File: src/cpuId_cfg.svh
`ifndef CPUID_CFG_SVH
`define CPUID_CFG_SVH

// build-time feature enables
`define CPUID_FEAT_WIDE_ISSUE   1'b1
`define CPUID_FEAT_MMU          1'b1
`define CPUID_FEAT_VADDR48      1'b1
`define CPUID_FEAT_FPU          1'b1
`define CPUID_FEAT_FPU_WIDE     1'b0
`define CPUID_FEAT_FMA          1'b1
`define CPUID_FEAT_ALU_WIDE     1'b0

// capability word, bit 0 lands on bit 8 of leaf 1
`define CPUID_CAP_WORD ({12'h000, `CPUID_FEAT_ALU_WIDE, `CPUID_FEAT_FMA, 1'b0, \
	`CPUID_FEAT_FPU_WIDE, `CPUID_FEAT_FPU, 2'b00, `CPUID_FEAT_VADDR48, \
	`CPUID_FEAT_MMU, 2'b00, `CPUID_FEAT_WIDE_ISSUE})

// "QX64C1  ", first character in the low byte
`define CPUID_ARCH_TAG          64'h2020_3143_3436_5851

// generator reset values
`define CPUID_SEED_A            32'h1F2E_3D4C
`define CPUID_SEED_B            32'h5A6B_7C8D

// widths
`define CPUID_TIMER_BITS        12
`define CPUID_LEAF_BITS         5
`define CPUID_MASK_BITS         24
`define CPUID_CORE_BITS         4
`define CPUID_RNG_BITS          32
`define CPUID_WORD_BITS         64

`endif

File: src/cpuIdPkg.sv
`include "cpuId_cfg.svh"

package cpuIdPkg;

	// query index, 32 leaves
	typedef logic [`CPUID_LEAF_BITS-1:0] leafIndex;

	// what a given index answers with
	typedef enum logic [2:0] {
		archTag,
		features,
		featMask,
		coreNum,
		reservedTable,
		reservedHigh,
		random
	} leafClass;

	// leaf 1 field layout, low nibble first from the bottom
	typedef struct packed {
		logic [31:0]                  reserved;
		logic [`CPUID_MASK_BITS-1:0]  flags;
		logic [`CPUID_CORE_BITS-1:0]  coreNibble;
		logic [3:0]                   timerNibble;
	} featureFields;

	// leaf 1 as a raw word or as fields
	typedef union packed {
		logic [`CPUID_WORD_BITS-1:0]  raw;
		featureFields                 fields;
	} featureWord;

endpackage

File: src/entropyPkg.sv
`include "cpuId_cfg.svh"

package entropyPkg;

	// state of one shift generator
	typedef logic [`CPUID_RNG_BITS-1:0] rngHalf;

	// A high nibble first, B walked from its low end
	function automatic logic [`CPUID_WORD_BITS-1:0] interleave(input rngHalf a, input rngHalf b);
		logic [`CPUID_WORD_BITS-1:0] merged;
		merged = '0;
		for (int i = 0; i < `CPUID_RNG_BITS / 4; i++) begin
			merged[`CPUID_WORD_BITS - 1 - 8 * i -: 4] = a[`CPUID_RNG_BITS - 1 - 4 * i -: 4];
			merged[`CPUID_WORD_BITS - 5 - 8 * i -: 4] = b[4 * i +: 4];
		end
		return merged;
	endfunction

endpackage

File: src/timerIf.sv
`include "cpuId_cfg.svh"

interface timerIf;

	logic [`CPUID_TIMER_BITS-1:0] count;
	// top nibble of count
	logic [3:0] timerNibble;
	// count bit 0, feeds the entropy noise chain
	logic noiseBit;
	logic wrap;

	modport source (output count, output timerNibble, output noiseBit, output wrap);

	modport sink (input count, input timerNibble, input noiseBit, input wrap);

endinterface

File: src/cycleTimer.sv
`include "cpuId_cfg.svh"

module cycleTimer (
	input logic clock,
	input logic rst,
	timerIf.source timers
);

	logic [`CPUID_TIMER_BITS-1:0] counter;
	logic wrapPulse;

	// free-running, zero while in reset
	always_ff @(posedge clock) begin
		if (rst) begin
			counter <= '0;
			wrapPulse <= 1'b0;
		end else begin
			counter <= counter + 1'b1;
			// high for the one cycle where count is back at zero
			wrapPulse <= &counter;
		end
	end

	assign timers.count = counter;
	assign timers.timerNibble = counter[`CPUID_TIMER_BITS-1 -: 4];
	assign timers.noiseBit = counter[0];
	assign timers.wrap = wrapPulse;

endmodule

File: src/featureRegs.sv
`include "cpuId_cfg.svh"

module featureRegs (
	input logic clock,
	input logic rst,
	input logic cfgWrite,
	input logic cfgSel,
	input logic [`CPUID_MASK_BITS-1:0] cfgData,
	output logic [`CPUID_MASK_BITS-1:0] featureMask,
	output logic [`CPUID_CORE_BITS-1:0] coreNum
);

	logic [`CPUID_MASK_BITS-1:0] maskReg;
	logic [`CPUID_CORE_BITS-1:0] coreReg;
	logic maskWrite;
	logic coreWrite;

	// cfgSel 0 is the mask, 1 the core number
	assign maskWrite = cfgWrite && !cfgSel;
	assign coreWrite = cfgWrite && cfgSel;

	// everything advertised until software narrows it
	always_ff @(posedge clock) begin
		if (rst) begin
			maskReg <= '1;
		end else if (maskWrite) begin
			maskReg <= cfgData;
		end
	end

	// only the low bits of the data word are kept
	always_ff @(posedge clock) begin
		if (rst) begin
			coreReg <= '0;
		end else if (coreWrite) begin
			coreReg <= cfgData[`CPUID_CORE_BITS-1:0];
		end
	end

	assign featureMask = maskReg;
	assign coreNum = coreReg;

endmodule

File: src/entropySource.sv
`include "cpuId_cfg.svh"

module entropySource (
	input logic clock,
	input logic rst,
	timerIf.sink timers,
	output logic [`CPUID_WORD_BITS-1:0] randWord
);

	import entropyPkg::*;

	rngHalf stateA;
	rngHalf stateB;
	logic feedA;
	logic feedB;
	logic feedALast;
	logic feedBLast;
	logic noiseStage1;
	logic noiseStage2;
	logic noise;

	// each half also takes the partner's previous feedback bit
	always_comb begin
		feedA = ~(stateA[1] ^ stateA[3] ^ stateA[5] ^ stateA[7] ^ noise ^ feedBLast);
		feedB = ~(stateB[1] ^ stateB[3] ^ stateB[5] ^ stateB[7] ^ noise ^ feedALast);
	end

	always_ff @(posedge clock) begin
		if (rst) begin
			stateA <= `CPUID_SEED_A;
			stateB <= `CPUID_SEED_B;
			feedALast <= 1'b0;
			feedBLast <= 1'b0;
		end else begin
			// shift right, new bit enters at the top
			stateA <= {feedA, stateA[`CPUID_RNG_BITS-1:1]};
			stateB <= {feedB, stateB[`CPUID_RNG_BITS-1:1]};
			feedALast <= feedA;
			feedBLast <= feedB;
		end
	end

	// timer bit 0 through two stages, edges show up as noise
	always_ff @(posedge clock) begin
		if (rst) begin
			noiseStage1 <= 1'b0;
			noiseStage2 <= 1'b0;
			noise <= 1'b0;
		end else begin
			noiseStage1 <= timers.noiseBit;
			noiseStage2 <= noiseStage1;
			noise <= noiseStage2 ^ noiseStage1;
		end
	end

	assign randWord = interleave(stateA, stateB);

endmodule

File: src/leafTable.sv
`include "cpuId_cfg.svh"

module leafTable (
	input logic clock,
	input logic rst,
	input cpuIdPkg::leafIndex index,
	timerIf.sink timers,
	input logic [`CPUID_MASK_BITS-1:0] featureMask,
	input logic [`CPUID_CORE_BITS-1:0] coreNum,
	input logic [`CPUID_WORD_BITS-1:0] randWord,
	output logic [`CPUID_WORD_BITS-1:0] resLo,
	output logic [`CPUID_WORD_BITS-1:0] resHi
);

	import cpuIdPkg::*;

	leafClass leafKind;
	featureWord featLeaf;
	logic [`CPUID_WORD_BITS-1:0] nextLo;
	logic [`CPUID_WORD_BITS-1:0] nextHi;

	// index to leaf class
	always_comb begin
		case (index) inside
			5'd0: leafKind = archTag;
			5'd1: leafKind = features;
			5'd2: leafKind = featMask;
			5'd3: leafKind = cpuIdPkg::coreNum;
			[5'd4:5'd15]: leafKind = reservedTable;
			5'd31: leafKind = random;
			default: leafKind = reservedHigh;
		endcase
	end

	// leaf 1 built field by field
	always_comb begin
		featLeaf.fields.reserved = '0;
		featLeaf.fields.flags = `CPUID_CAP_WORD & featureMask;
		featLeaf.fields.coreNibble = coreNum;
		featLeaf.fields.timerNibble = timers.timerNibble;
	end

	always_comb begin
		// high word kept for later leaves
		nextHi = '0;
		case (leafKind)
			archTag: nextLo = `CPUID_ARCH_TAG;
			features: nextLo = featLeaf.raw;
			featMask: nextLo = `CPUID_WORD_BITS'(featureMask);
			cpuIdPkg::coreNum: nextLo = `CPUID_WORD_BITS'(coreNum);
			random: nextLo = randWord;
			reservedTable, reservedHigh: nextLo = '0;
			default: nextLo = '0;
		endcase
	end

	// one cycle from index to result
	always_ff @(posedge clock) begin
		if (rst) begin
			resLo <= '0;
			resHi <= '0;
		end else begin
			resLo <= nextLo;
			resHi <= nextHi;
		end
	end

endmodule

File: src/cpuIdTop.sv
`include "cpuId_cfg.svh"

module cpuIdTop (
	input logic clock,
	input logic rst,
	input cpuIdPkg::leafIndex index,
	input logic cfgWrite,
	input logic cfgSel,
	input logic [`CPUID_MASK_BITS-1:0] cfgData,
	output logic [`CPUID_WORD_BITS-1:0] resLo,
	output logic [`CPUID_WORD_BITS-1:0] resHi
);

	logic [`CPUID_MASK_BITS-1:0] featureMask;
	logic [`CPUID_CORE_BITS-1:0] coreNum;
	logic [`CPUID_WORD_BITS-1:0] randWord;

	// shared by leafTable and entropySource
	timerIf timers ();

	cycleTimer timerUnit (
		.clock(clock),
		.rst(rst),
		.timers(timers.source)
	);

	featureRegs regUnit (
		.clock(clock),
		.rst(rst),
		.cfgWrite(cfgWrite),
		.cfgSel(cfgSel),
		.cfgData(cfgData),
		.featureMask(featureMask),
		.coreNum(coreNum)
	);

	entropySource rngUnit (
		.clock(clock),
		.rst(rst),
		.timers(timers.sink),
		.randWord(randWord)
	);

	leafTable leafUnit (
		.clock(clock),
		.rst(rst),
		.index(index),
		.timers(timers.sink),
		.featureMask(featureMask),
		.coreNum(coreNum),
		.randWord(randWord),
		.resLo(resLo),
		.resHi(resHi)
	);

endmodule

File: config.mk
export PLATFORM = sky130hd
export DESIGN_NAME = cpuIdTop
export DESIGN_NICKNAME = d
export VERILOG_FILES = /design/src/cpuIdPkg.sv /design/src/entropyPkg.sv /design/src/timerIf.sv /design/src/cycleTimer.sv /design/src/featureRegs.sv /design/src/entropySource.sv /design/src/leafTable.sv /design/src/cpuIdTop.sv
export VERILOG_INCLUDE_DIRS = /design/src
export SDC_FILE = /design/constraint.sdc
export NUM_CORES = 1
export LEC_CHECK = 0
export ABC_AREA = 1
export BUFFER_PORTS_ARGS = -buffer_cell sky130_fd_sc_hd__buf_2
export CAP_MARGIN = 20
export CELL_PAD_IN_SITES_DETAIL_PLACEMENT = 0
export CELL_PAD_IN_SITES_GLOBAL_PLACEMENT = 2
export CORE_MARGIN = 2
export CORE_UTILIZATION = 30
export CTS_CLUSTER_SIZE = 8
export DETAILED_ROUTE_END_ITERATION = 16
export PLACE_DENSITY_LB_ADDON = 0.25
export REMOVE_ABC_BUFFERS = 1
export SYNTH_ARGS = -nofsm -noshare
export SYNTH_HDL_FRONTEND = slang
export SYNTH_SLANG_ARGS = --single-unit
File: constraint.sdc
create_clock -name clock -period 1.4 [get_ports clock]
set_clock_uncertainty 0.05 [all_clocks]
set_input_delay 0.21 -clock clock [delete_from_list [all_inputs] [get_ports clock]]
set_output_delay 0.21 -clock clock [all_outputs]
set_load 0.01 [all_outputs]
Word-level counts from Yosys, hierarchy flattened. Index checks and enable logic that the tools add are counted.

Bits of input ports: 33. Word-level logic and storage cells: 48. Register bits after elaboration: 173. Output and inout bits: 128.

Multiplexer cells: 7. Equality and inequality tests: 8. Order comparisons: 2. Reductions and logical operators: 6. Add/sub/neg operators: 1. Bitwise gates (word level): 13.

Operator list (number): 64-bit one-hot mux with 5 select lines (1); 3-bit 2-to-1 mux (5); 12-bit by 1-bit adder with 12-bit output, second input constant (1); 1-bit XOR (11); 5-bit by 2-bit == test with 1-bit output, second input constant (2); 3-bit by 2-bit == test with 1-bit output, second input constant (2); 5-bit by 1-bit == test with 1-bit output, second input constant (1); 5-bit == test, second input constant (1); 5-bit by 3-bit >= comparator with 1-bit output, second input constant (1); 5-bit by 4-bit less-or-equal comparator with 1-bit output, second input constant (1); 5-bit logical NOT (1); 3-bit by 1-bit == test with 1-bit output, second input constant (1); 3-bit == test, second input constant (1); 1-bit logical AND (3); 3-bit logical NOT (1); 2-bit 2-to-1 mux (1); 1-bit inverter (2); 1-bit logical NOT (1).

Depth between registers and ports, before layout. Gate-level depths: netlist (run 1).

Word-level depth: 9. Depth in mapped cells: 10. Mapped depth without buffers: 8.

Modules after synthesis. From an unflattened synthesis (run 1), not the netlist that was laid out.

Cell total of the unflattened synthesis: 789. Area, all modules: 6560.0 um^2.

By module, submodules not included: leafTable (cells each 366, instances 1, area an instance 2924.1 um^2, seq. area each 1281.2 um^2); entropySource (cells each 210, instances 1, area an instance 1998.2 um^2, seq. area each 1341.3 um^2); featureRegs (cells each 133, instances 1, area an instance 1043.5 um^2, seq. area each 560.5 um^2); cycleTimer (cells each 80, instances 1, area an instance 594.3 um^2, seq. area each 260.2 um^2).

Least setup slack after synthesis (run 1). Ideal clock, no wire load.

Path type: flip-flop to flip-flop. Start point: register timerUnit.counter[2] (netlist: timerUnit.timers.count[2]). End point: register timerUnit.counter[7] (netlist: timerUnit.timers.count[7]). Path slack: 0.202 ns. Buffers on the path: 0. Stages on the path, launching flop included: 6. Period minus slack after synthesis: 1.198 ns. Data required time: 1.218 ns. Setup time: 0.132 ns. Data arrival time: 1.016 ns. Path through: dfxtp_1 -> nand2_1 -> nor2_1 -> nand3_1 -> o21ai_0 -> a21oi_1.

Cells in the longest elaborated chain, start to end: 1.

RTL lines: start: declaration (RTL line cycleTimer.sv:9) `` logic [`CPUID_TIMER_BITS-1:0] counter; ``; start signal: assignment (RTL line cycleTimer.sv:18) `counter <= counter + 1'b1;`; 12-bit by 1-bit adder with 12-bit output (RTL line cycleTimer.sv:18).

Every way passes these cells. A chain may end at the register's enable or synchronous reset.

Final worst setup path (run 1).
Start point: register timerUnit.counter[1] (netlist: timerUnit.timers.count[1]). End point: register timerUnit.counter[10] (netlist: timerUnit.timers.count[10]).

The elaborated chain is that of the path after synthesis.

==> flow_results.org, run 1 <==
** Detailed routing
- For this block, the routed nets add up to 14680 um of wire.
- Residual DRC :: 0
- Number of iterations in the first detailed-routing pass :: 4
- Post-DR vias/cell :: 4.198
- For this block, the via count after detailed routing is 4790.
- Starting DRT DRC Count :: approximately 170
- In the final routed layout, each cell accounts on average for approximately 13 um.
- Number of nets still failing antenna checks after routing :: 0

** Synth
- Dividing the synthesized area by the synthesized cell count gives 8.490 um^2.
- Cell count after synthesis :: 737
- The cell area that synthesis handed to floorplanning was between 6000 and 7000 um^2.
- Dominant cell type by area after synthesis :: sky130_fd_sc_hd__dfxtp_1
- Top post-synthesis cells by area :: sky130_fd_sc_hd__dfxtp_1 (55%), sky130_fd_sc_hd__buf_4 (8.3%), sky130_fd_sc_hd__nand2_1 (8.2%), sky130_fd_sc_hd__nor2_1 (4.1%), sky130_fd_sc_hd__inv_1 (3.9%)
- Number of synthesized register bits :: between 150 and 200
- In the post-synthesis netlist, the cell with the most instances is sky130_fd_sc_hd__dfxtp_1.
- The most used flip-flop cell after synthesis is sky130_fd_sc_hd__dfxtp_1.
- Number of warning messages in the yosys log :: 0
- Sorting the synthesized cells by how often they occur yields sky130_fd_sc_hd__dfxtp_1 (171), sky130_fd_sc_hd__nand2_1 (137), sky130_fd_sc_hd__buf_4 (69), sky130_fd_sc_hd__nor2_1 (69), sky130_fd_sc_hd__inv_1 (65).
- Number of flops mapped to enable cells by yosys :: 0
- Async SR Flop Fraction :: 0
- Of the post-synthesis cell area, the dominant cell type holds 0.5471.
- For this run, the register share of the synthesized area comes to 0.5471.
- Number of distinct library cells after synthesis :: 29

** Floorplan
- Area of the core region :: just over 20000 um^2
- Site Rows :: 52
- For this design the top-level I/O count stands at 161.
- Effective utilization at floorplan :: 0.3073
- The floorplan step set the die width to 148.4 um.
- Vertical die dimension :: between 100 and 150 um
- Area of the die :: about 22000 um^2

** Placement
- Weighted congestion reported at the end of routability-driven placement :: roughly 0.77
- Summed over all nets, the half-perimeter wirelength after detailed placement is 10210 um.
- After detailed placement, the design holds a cell count of around 1100.
- Cell area after placement :: approximately 6900 um^2
- Input and output buffers added on the ports amount to 96.

** Power
- Dividing total power by cell area gives a power density of ~1400 nW/um^2.
- Of the total power, combinational logic draws 0.075.
- Of the total power, the share spent switching nets is 0.2467.
- Summed over all cells, the static leakage comes to around 3.7 nW.
- The analysis attributes to net switching a power of ~2.6 mW.
- Maximum vdd drop :: ~800 uV
- Part of the total power dissipated in the clock network :: 0.429
- Total power :: between 10 and 15 mW
- Power share of the sequential group :: 0.496
- The internal portion of the total power is between 7 and 8 mW.

** Final layout
- Layout fillers :: about 2100
- Cell area after layout :: 7740 um^2
- Final cell count without fillers :: 1141
- For this run, the share of the core covered by cells in the final layout is 0.3801.
- Relative to the synthesized area, the layout overhead comes to 23.70%.
- Nets :: roughly 890
- 0 antenna diodes ended up in the layout.
- Layout cells sized above 1 :: 0.2239

** Worst setup path
- The worst setup path is captured at a flip-flop.
- Setup crit start kind :: flip-flop
- The worst register-to-register path has a setup slack of roughly 0.12 ns.
- Of all nets on the critical path, the largest fanout is 3.
- Category of the critical setup timing path :: reg2reg
- Required time reported for the critical path endpoint :: between 1.5 and 2 ns
- CP Data Arrival Time :: about 1.6 ns

** Clock tree
- Clk Latency, worst-skew pair :: 0.42 ns
- No sink is reached through more buffers than the 2 on the longest clock path.
- The root buffer cell chosen for the clock tree is sky130_fd_sc_hd__clkbuf_16.
- TritonCTS built the clock tree.
- CTS H-tree depth :: 4
- CTS Buf Count :: 17
- Post-CTS setup-driven buffer insertion count :: 0
- For this design, the sink count on the clock tree is about 170.
- Clock-pin slew was measured on the worst setup and hold paths at 0.06 ns.

** Global routing
- Entering global routing, the biggest net connects 40 pins.
- Number of global-route vias before repair :: 4557
- First-pass GRT wire length :: around 23000 um
- Global Route Usage Sum :: 0.1345
- The initial antenna violation count came to 0.
- GRT Residual Overflow :: 0

** STA
- Final Max Tran Viols :: 0
- Fin crit period :: between 1 and 1.5 ns
- Max Clock Freq :: between 0.7 and 0.8 GHz
- Final setup vio count :: 0
- The final-report hold violation count was 0.
- Setup repair after global routing left no endpoint under its margin.
- In the finished design, the share of the clock period the worst path needs comes to 0.9161.

** Run status
- Result of the run :: complete, no violations

** Flow run
- The tool flagged a number of max-cap violations equal to 0.

** Worst hold path
- The min-delay analysis places its worst path in the category in2reg.
sequential cells by signal (all words and copies together) (netlist names):
signal and cells:
rngUnit.stateB 31, leafUnit.resLo 64, rngUnit.feedALast 1, timerUnit.timers.count 12
rngUnit.noiseStage2 1, rngUnit.noiseStage1 1, regUnit.coreNum 4, rngUnit.noise 1
rngUnit.feedBLast 1, rngUnit.stateA 31, regUnit.featureMask 24
final timing paths:
path                             start  depth (start not counted)                         end
max          timerUnit.timers.count[1]                          6  timerUnit.timers.count[10]
min                                rst                          2          leafUnit.resLo[41]
max reg2reg  timerUnit.timers.count[1]                          6  timerUnit.timers.count[10]
min reg2reg         rngUnit.stateB[25]                          2          rngUnit.stateB[24]
logic make-up (layout without fill, tap and decap cells):
logic type	after synthesis	in the layout	share of synthesized area
AOI/OAI and AO/OA	55	55	0.04619
xor gates and xnor gates	5	5	0.007000
adders and majority gates	1	1	0.001999
buffers and inverters	169	240	0.1488
DFF	171	171	0.5471
other	1	64	0.0005993
and+or+nand+nor	335	335	0.2484
critical path, stage by stage, from the launching register on:
cell and delay (ns):
sky130_fd_sc_hd__dfxtp_1 0.38, sky130_fd_sc_hd__ha_4 0.17, sky130_fd_sc_hd__nand3_2 0.10, sky130_fd_sc_hd__nor3_2 0.19, sky130_fd_sc_hd__nand2_1 0.08, sky130_fd_sc_hd__o21ai_0 0.16
sky130_fd_sc_hd__nor2_1 0.05
through the flow:
| stage | hold slack [ns] | TNS, ns | setup slack [ns] |
|---|---|---|---|
| 6_report | 0.06573 | 0 | 0.1175 |
| 5_1_grt | 0.05206 | 0 | 0.006894 |
| 4_1_cts | 0.04293 | 0 | 0.04567 |
| 3_5_place_dp | 0.3564 | -0.04971 | -0.04971 |
| 3_3_place_gp | 0.3518 | -0.1160 | -0.07023 |
| 2_1_floorplan | 0.2267 | -15.14 | -0.5156 |
cell usage in the layout, fill, tap and decap left out, drive strengths merged, types with 4 or more instances in the layout:
master | netlist | layout
o21ai | 20 | 20
a21oi | 25 | 25
conb | 1 | 64
buf | 87 | 117
clkinv | 0 | 4
inv | 68 | 71
nand3 | 44 | 44
nor2 | 73 | 73
nand4 | 24 | 24
nand2 | 141 | 141
a31oi | 9 | 9
clkinvlp | 0 | 4
or2 | 21 | 21
clkbuf | 14 | 19
dlygate4sd3 | 0 | 24
nor3 | 30 | 30
dfxtp | 171 | 171
power by group through the flow:
stage | Clock [mW] | Sequential [mW] | Combinational (mW)
2_1_floorplan | 0 | 5.27 | 0.413
3_3_place_gp | 0 | 5.29 | 0.730
3_5_place_dp | 0 | 5.29 | 0.738
4_1_cts | 4.62 | 5.18 | 0.792
5_1_grt | 4.84 | 5.21 | 0.898
6_report | 4.49 | 5.19 | 0.789
routing by layer:
layer	global-route usage	routed length (um)	vias up
met3	0.03282	578	11
met2	0.2118	6679	114
li1	-	-	2441
met5	0	0	-
met4	0.04810	185	0
met1	0.1799	7237	2224
final cells by class:
cell class,count,area (um^2),share of cell area
Tap cell,270,337.8,0.04365
Clock inverter,12,116.4,0.01503
Multi-Input combinational cell,460,2167,0.2800
Sequential cell,171,3425,0.4425
Timing Repair Buffer,141,993.5,0.1284
Clock buffer,19,442.9,0.05723
Inverter,68,257.7,0.03330
timing repair:
action,in CTS,in global routing
hold buffers,24,0
gates resized for setup,0,6
hold endpoints to repair,26,0
endpoints found under the setup margin,0,2
Note: power is estimated with default switching activity, not from simulation.
==> inputs of run 2 (changes only) <==
Settings changed: CORE_ASPECT_RATIO from default to 1.5.
==> flow_results.org, run 2 (same netlist as run 1, synthesis figures left out) <==
** STA
- Max Clock Freq :: about 0.78 GHz
- Share of the cycle needed by the critical path after routing :: 0.9207
- The final-report hold violation count came to 0.
- The final count of pins violating max slew was 0.
- Final setup vio count :: 0
- Fin crit period :: between 1 and 1.5 ns
- Final TNS setup :: 0 ns

** Worst setup path
- Setup slack of the worst register-to-register path :: 0.11 ns
- The worst setup path is of the reg2reg kind.
- In this run the critical register-to-register path is launched from timerUnit.timers.count[0].
- STA puts the critical path data arrival time at 1.56 ns.
- The worst setup path is launched from a flip-flop.
- R2R depth :: 8
- Sort of element at the end of the critical path :: flip-flop
- Crit Reg-Reg Endpoint :: timerUnit.timers.count[8]
- Data on the critical path is required at its endpoint by ~1.7 ns.
- Critical path fanouts, max :: 3

** Global routing
- For this run, the total global-route usage over all layers was measured as 0.1384.
- The total overflow left after global routing is 0.
- The first global-routing pass estimated ~24000 um of wire.
- Maximum number of pins on one net before global-route repair :: just over 40
- Number of global-route vias before repair :: about 4700
- Initial antenna violation count :: 0

** Final layout
- Utilization after layout :: 0.3825
- The largest registers in the layout are leafUnit.resLo (64), rngUnit.stateA (31), rngUnit.stateB (31).
- Most frequent cells in the layout :: sky130_fd_sc_hd__dfxtp_1 (171), sky130_fd_sc_hd__nand2_1 (137), sky130_fd_sc_hd__buf_2 (95)
- From synthesis to final layout, the design area changed by 24.82%.
- The register with the most flip-flops in the final layout is leafUnit.resLo.
- The finished layout holds 1140 standard cells, fillers aside.
- Flip-flop count of the largest register, all copies and words added :: 64
- In the final layout, the share of cells above drive strength 1 is 0.2260.
- At the end of the flow, the number of nets in the layout was about 900.
- Antenna cells :: 0
- Leaving out fill and tap cells, the most frequent cell in the layout is sky130_fd_sc_hd__dfxtp_1.

** Detailed routing
- In the routed layout, each cell is associated on average with a via count of roughly 4.2.
- For this run, design rule violations remaining after detail routing come to 0.
- Number of iterations in the first detailed-routing pass :: 4
- After detailed routing, the total wire length is 14850 um.
- Drt wl/cell :: ~13 um
- The count of nets left with antenna violations once routing finished came out at 0.
- Starting DRT DRC Count :: ~220
- Detailed routing inserted a total of approximately 4800 vias.

** Worst hold path
- The worst hold path was traced through 4 stages.
- The worst hold path belongs to the class in2reg.
- Hold Startpoint :: cfgWrite
- For hold timing, the worst endpoint is regUnit.coreNum[2].

** Run status
- Result of the run :: complete, no violations

** Floorplan
- Vertical die dimension :: 180.9 um
- 161 I/O pins were placed.
- From left edge to right edge, the die measures 121.9 um.
- The floorplan step defined a die boundary enclosing around 22000 um^2.
- Effective utilization at floorplan :: 0.3064
- Site Rows :: between 60 and 70
- In this run the standard cell core region covers around 20000 um^2.

** Flow run
- Max cap viols :: 0

** Placement
- Post-detail-place hpwl :: 10630 um
- Routability-driven placement finished with a final weighted congestion of 0.7817.
- Cell count after placement :: roughly 1100
- Port buffering added 96 buffers.

** Clock tree
- Clock edge transition at the registers on the reported setup and hold paths :: 0.07 ns
- Clk Latency, worst-skew pair :: ~0.43 ns
- CTS H-tree depth :: 4
- Largest buffer count on any clock path :: 2
- Post-CTS setup-driven buffer insertion count :: 0
- The root buffer cell chosen for the clock tree is sky130_fd_sc_hd__clkbuf_16.
- Buffers inserted during clock tree synthesis total 17.
- Number of clock sinks seen by CTS :: roughly 170
- TritonCTS built the clock tree.

** Power
- Power density over the cells :: around 1400 nW/um^2
- Total power :: ~11 mW
- Maximum vdd drop :: roughly 670 uV
- Static power due to leakage :: between 3 and 4 nW
run 2: worst max path at each step:
stage | slack, ns | cells after the start | startpoint | endpoint
floorplan | -0.52 | 5 | cfgWrite | regUnit.featureMask[0]
global placement | 0.05 | 9 | index[2] | leafUnit.resLo[1]
detailed placement | 0.03 | 9 | index[2] | leafUnit.resLo[2]
CTS | 0.06 | 8 | timerUnit.timers.count[0] | timerUnit.timers.count[8]
global route | -0.02 | 6 | timerUnit.timers.count[0] | timerUnit.timers.count[10]
finish | 0.11 | 8 | timerUnit.timers.count[0] | timerUnit.timers.count[8]
run 2: through the flow:
| step | worst slack [ns] | cell area (um^2) | hold WS, ns |
|---|---|---|---|
| after floorplan | -0.5156 | 5821 | 0.2267 |
| after CTS | 0.05887 | 7787 | 0.002861 |
| after global routing | -0.01502 | 7810 | 0.2186 |
| final | 0.1111 | 7810 | 0.1592 |
| after detailed placement | 0.02979 | 6904 | 0.3570 |
| after global placement | 0.04831 | 6904 | 0.3526 |
run 2: worst max-delay path: stages, from the launching register on:
cell and delay, ns:
sky130_fd_sc_hd__dfxtp_1 0.37, sky130_fd_sc_hd__ha_2 0.21, sky130_fd_sc_hd__nand2_1 0.08, sky130_fd_sc_hd__nor2_2 0.10, sky130_fd_sc_hd__nand3_2 0.10, sky130_fd_sc_hd__nor2_2 0.11
sky130_fd_sc_hd__nand3_1 0.07, sky130_fd_sc_hd__nand2_1 0.06, sky130_fd_sc_hd__nor2_1 0.04
run 2: layer usage:
layer	vias up	track usage	wire length [um]	part of all wire
li1	2451	-	-	-
met1	2182	0.1675	6531	0.44
met2	127	0.2400	7426	0.50
met3	15	0.03188	677	0.046
met4	0	0.04414	215	0.014
met5	-	0	0	0
run 2: cell type report:
cell class	instances	area, um^2
clock buffers	19	442.9
clock inverters	13	200.2
fillers	2159	12610
inverters	68	257.7
multi-input cells	460	2155
flip-flops and latches	171	3423
well taps	264	330.3
repair buffers	145	1001
run 2: power breakdown:
part	leakage, nW	internal (mW)	switching [mW]
Sequential	1.40	5.07	0.113
Combinational	2.01	0.297	0.487
Clock	0.311	3.08	2.03
run 2: what timing repair did:
| action | in CTS | in global routing |
|---|---|---|
| endpoints found under the hold margin | 24 | 1 |
| gates resized for setup | 0 | 4 |
| endpoints found under the setup margin | 0 | 2 |
| hold buffers | 24 | 1 |
==> inputs of run 3 (changes only) <==
Settings changed: CORE_UTILIZATION 30 to 27, GPL_TIMING_DRIVEN from default to 0.
Clock period 1.4 ns to 1.15 ns, I/O delays scaled along.
==> flow_results.org, run 3 (same netlist as run 1, synthesis figures left out) <==
** Run status
- The flow ran to the end, but the final reports show violations.
- Violated checks :: negative setup slack

** Worst setup path
- The largest individual stage delay along the critical path comes from the cell sky130_fd_sc_hd__dfxtp_2.
- In this run the critical register-to-register path is launched from timerUnit.timers.count[0].
- CP Data Arrival Time :: roughly 1.5 ns
- In this run the critical register-to-register path is captured at timerUnit.timers.count[6].
- On the worst path, the slowest cell contributes a delay of ~0.35 ns.
- Category of the critical setup timing path :: reg2reg
- The worst setup path is captured at a flip-flop.
- STA classifies the critical path startpoint as a flip-flop.
- Measured in cells, the most critical reg-to-reg path has a length of 7.
- STA puts the critical path data required time at 1.42 ns.
- Setup slack of the worst register-to-register path :: -0.04 ns
- Critical path fanouts, max :: 3
- Series of cell instances along the critical path :: ha_4, nand2_4, nor2_4, nand3_2, buf_6, o21ai_2, a21oi_2

** STA
- Static timing analysis puts the maximum clock frequency at 0.8395 GHz.
- On the final layout, the worst hold slack is approximately 0.034 ns.
- Worst Setup Slack, final :: -0.04115 ns
- After routing, the total negative slack on setup checks comes to -0.07970 ns.
- The final-report hold violation count was 0.
- Final Max Tran Viols :: 0
- Setup repair after global routing could not meet its margin everywhere.
- Share of the cycle needed by the critical path after routing :: 1.036
- Final setup vio count :: 4
- Fin crit period :: 1.191 ns

** Detailed routing
- Post-DR vias/cell :: 4.145
- The detail route stage leaves a number of antenna-violating nets equal to 0.
- In the final routed layout, each cell accounts on average for approximately 14 um.
- Number of iterations in the first detailed-routing pass :: 4
- Total via count after detailed routing :: around 4800
- For this block, the initial DRC count from the detailed router was around 190.
- Residual DRC :: 0
- Summed over all layers, the routed wires come to 16230 um.

** Final layout
- Layout cells sized above 1 :: 0.2503
- Nets :: between 800 and 900
- Utilization after layout :: 0.3462
- Commonest non-fill, non-tap cell in the layout :: sky130_fd_sc_hd__dfxtp_1
- The register with the most flip-flops in the layout has between 60 and 70 of them.
- Final cell count without fillers :: roughly 1200
- Largest registers ranked by flip-flop count :: leafUnit.resLo (64), rngUnit.stateA (31), rngUnit.stateB (31)
- The repair_antennas step left the layout with diodes totalling 0.
- Once layout is done, the placed cells without fillers occupy about 7900 um^2.
- In the final layout, the multi-input gates occupy around 2300 um^2.
- Compared with the post-synthesis result, the final layout area differs by 26.63%.
- Most frequent cells in the layout :: sky130_fd_sc_hd__dfxtp_1 (160), sky130_fd_sc_hd__nand2_1 (136), sky130_fd_sc_hd__buf_2 (93)
- Registers take between 3000 and 4000 um^2.
- The register with the most flip-flops in the final layout is leafUnit.resLo.
- The layout has ~2400 filler cells.

** Clock tree
- Number of clock sinks seen by CTS :: 171
- Clk Latency, worst-skew pair :: roughly 0.44 ns
- Clock edge transition at the registers on the reported setup and hold paths :: approximately 0.060 ns
- Largest buffer count on any clock path :: 2
- The clock tree synthesis step divided the H-tree into 4 levels.
- TritonCTS built the clock tree.
- TritonCTS created 17 clock buffers.
- CTS placed an instance of sky130_fd_sc_hd__clkbuf_16 at the clock tree root.

** Global routing
- Entering global routing, the biggest net connects 66 pins.
- First-pass GRT wire length :: about 25000 um
- Initial antenna violation count :: 0
- For this run, the total global-route usage over all layers was measured as 0.1358.
- Number of global-route vias before repair :: about 4600
- Global routing finished with a remaining overflow of 0.

** Placement
- Input/output buffers :: between 90 and 100
- Post-detail-place hpwl :: 9836 um
- After detailed placement, the design holds a cell count of between 1000 and 1500.
- OpenSTA, run right after detailed placement, puts the worst setup slack at -1.341 ns.
- Cell area after placement :: just under 7000 um^2
- Weighted congestion reported at the end of routability-driven placement :: slightly below 0.7

** Power
- Part of the total power dissipated in the clock network :: 0.447
- The share of total power dissipated in sequential elements is 0.476.
- Total power :: approximately 13 mW
- The analysis attributes to net switching a power of between 3 and 4 mW.
- Power density over the cells :: roughly 1700 nW/um^2
- The worst-case IR drop observed on VDD is ~1000 uV.
- Of the total power, the share spent switching nets is 0.2307.
- In this run the static leakage power is between 3 and 4 nW.
- The internal power of the cells totals approximately 10 mW.
- The share of total power dissipated in combinational logic is 0.076.

** Floorplan
- The core region is about 23000 um^2.
- I/O pins :: 161
- Vertical die dimension :: between 150 and 200 um
- After floorplanning, the core was divided into between 60 and 70 placement rows.
- The floorplan step set the die width to around 130 um.
- Area of the die :: roughly 24000 um^2
- For this configuration, the core starts out at a cell density of 0.2734.

** Worst hold path
- Hold Startpoint :: rst
- Hold path cells :: 2
- Hold path endpoint :: rngUnit.stateB[5]
- The min-delay analysis places its worst path in the category in2reg.

** Flow run
- Max cap viols :: 0
run 3: cell count changes in the layout (fill, tap and decap cells not counted), moves of 5 or more:
cell / change
sky130_fd_sc_hd__o21ai_0: -5
sky130_fd_sc_hd__nor2_1: -5
sky130_fd_sc_hd__dfxtp_2: +11
sky130_fd_sc_hd__nor2_4: +7
sky130_fd_sc_hd__buf_12: -6
sky130_fd_sc_hd__dfxtp_1: -11
run 3: timing repair:
item                                    CTS  global route
gates cloned                              3             1
hold buffers                             24             0
pin swaps                                 8             6
setup buffers                            10             6
hold endpoints to repair                 28             0
endpoints found under the setup margin  111            38
resized for setup                        40            25
run 3: final cells by class:
| type | instances | share of cell area |
|---|---|---|
| Multi-Input combinational cell | 463 | 0.2890 |
| Clock buffer | 21 | 0.05685 |
| Sequential cell | 171 | 0.4338 |
| Clock inverter | 8 | 0.01832 |
| Tap cell | 280 | 0.04421 |
| Timing Repair Buffer | 139 | 0.1189 |
| Timing Repair inverter | 1 | 0.0009474 |
| Inverter | 68 | 0.03805 |
run 3: metal layers:
layer / wire, um / global-route usage / up-vias
met5: 0 / 0 / -
li1: - / - / 2439
met1: 7014 / 0.1534 / 2186
met2: 8315 / 0.2443 / 126
met3: 656 / 0.03451 / 20
met4: 244 / 0.04903 / 0
run 3: worst max-delay path by stage:
stage | startpoint | endpoint | slack [ns]
floorplan | cfgWrite | regUnit.featureMask[0] | -0.73
global placement | cfgWrite | regUnit.featureMask[11] | -2.40
detailed placement | index[4] | leafUnit.resLo[3] | -1.34
CTS | timerUnit.timers.count[1] | timerUnit.timers.count[6] | -0.08
global route | timerUnit.timers.count[0] | timerUnit.timers.count[10] | -0.11
finish | timerUnit.timers.count[0] | timerUnit.timers.count[6] | -0.04
run 3: critical path: cells and delay by family, from the launching register on:
family	cells	cell delay, ns
compound gates	2	0.15
fa+ha+maj	1	0.16
buf+inv	1	0.14
flops	1	0.35
simple gates	3	0.23
run 3: power groups by stage:
stage	clock (mW)	combinational, mW	sequential, mW
finish	5.93	1.01	6.31
global route	6.36	1.15	6.34
CTS	6.14	1.00	6.31
detailed placement	0	0.866	6.43
global placement	0	0.839	6.43
floorplan	0	0.503	6.41
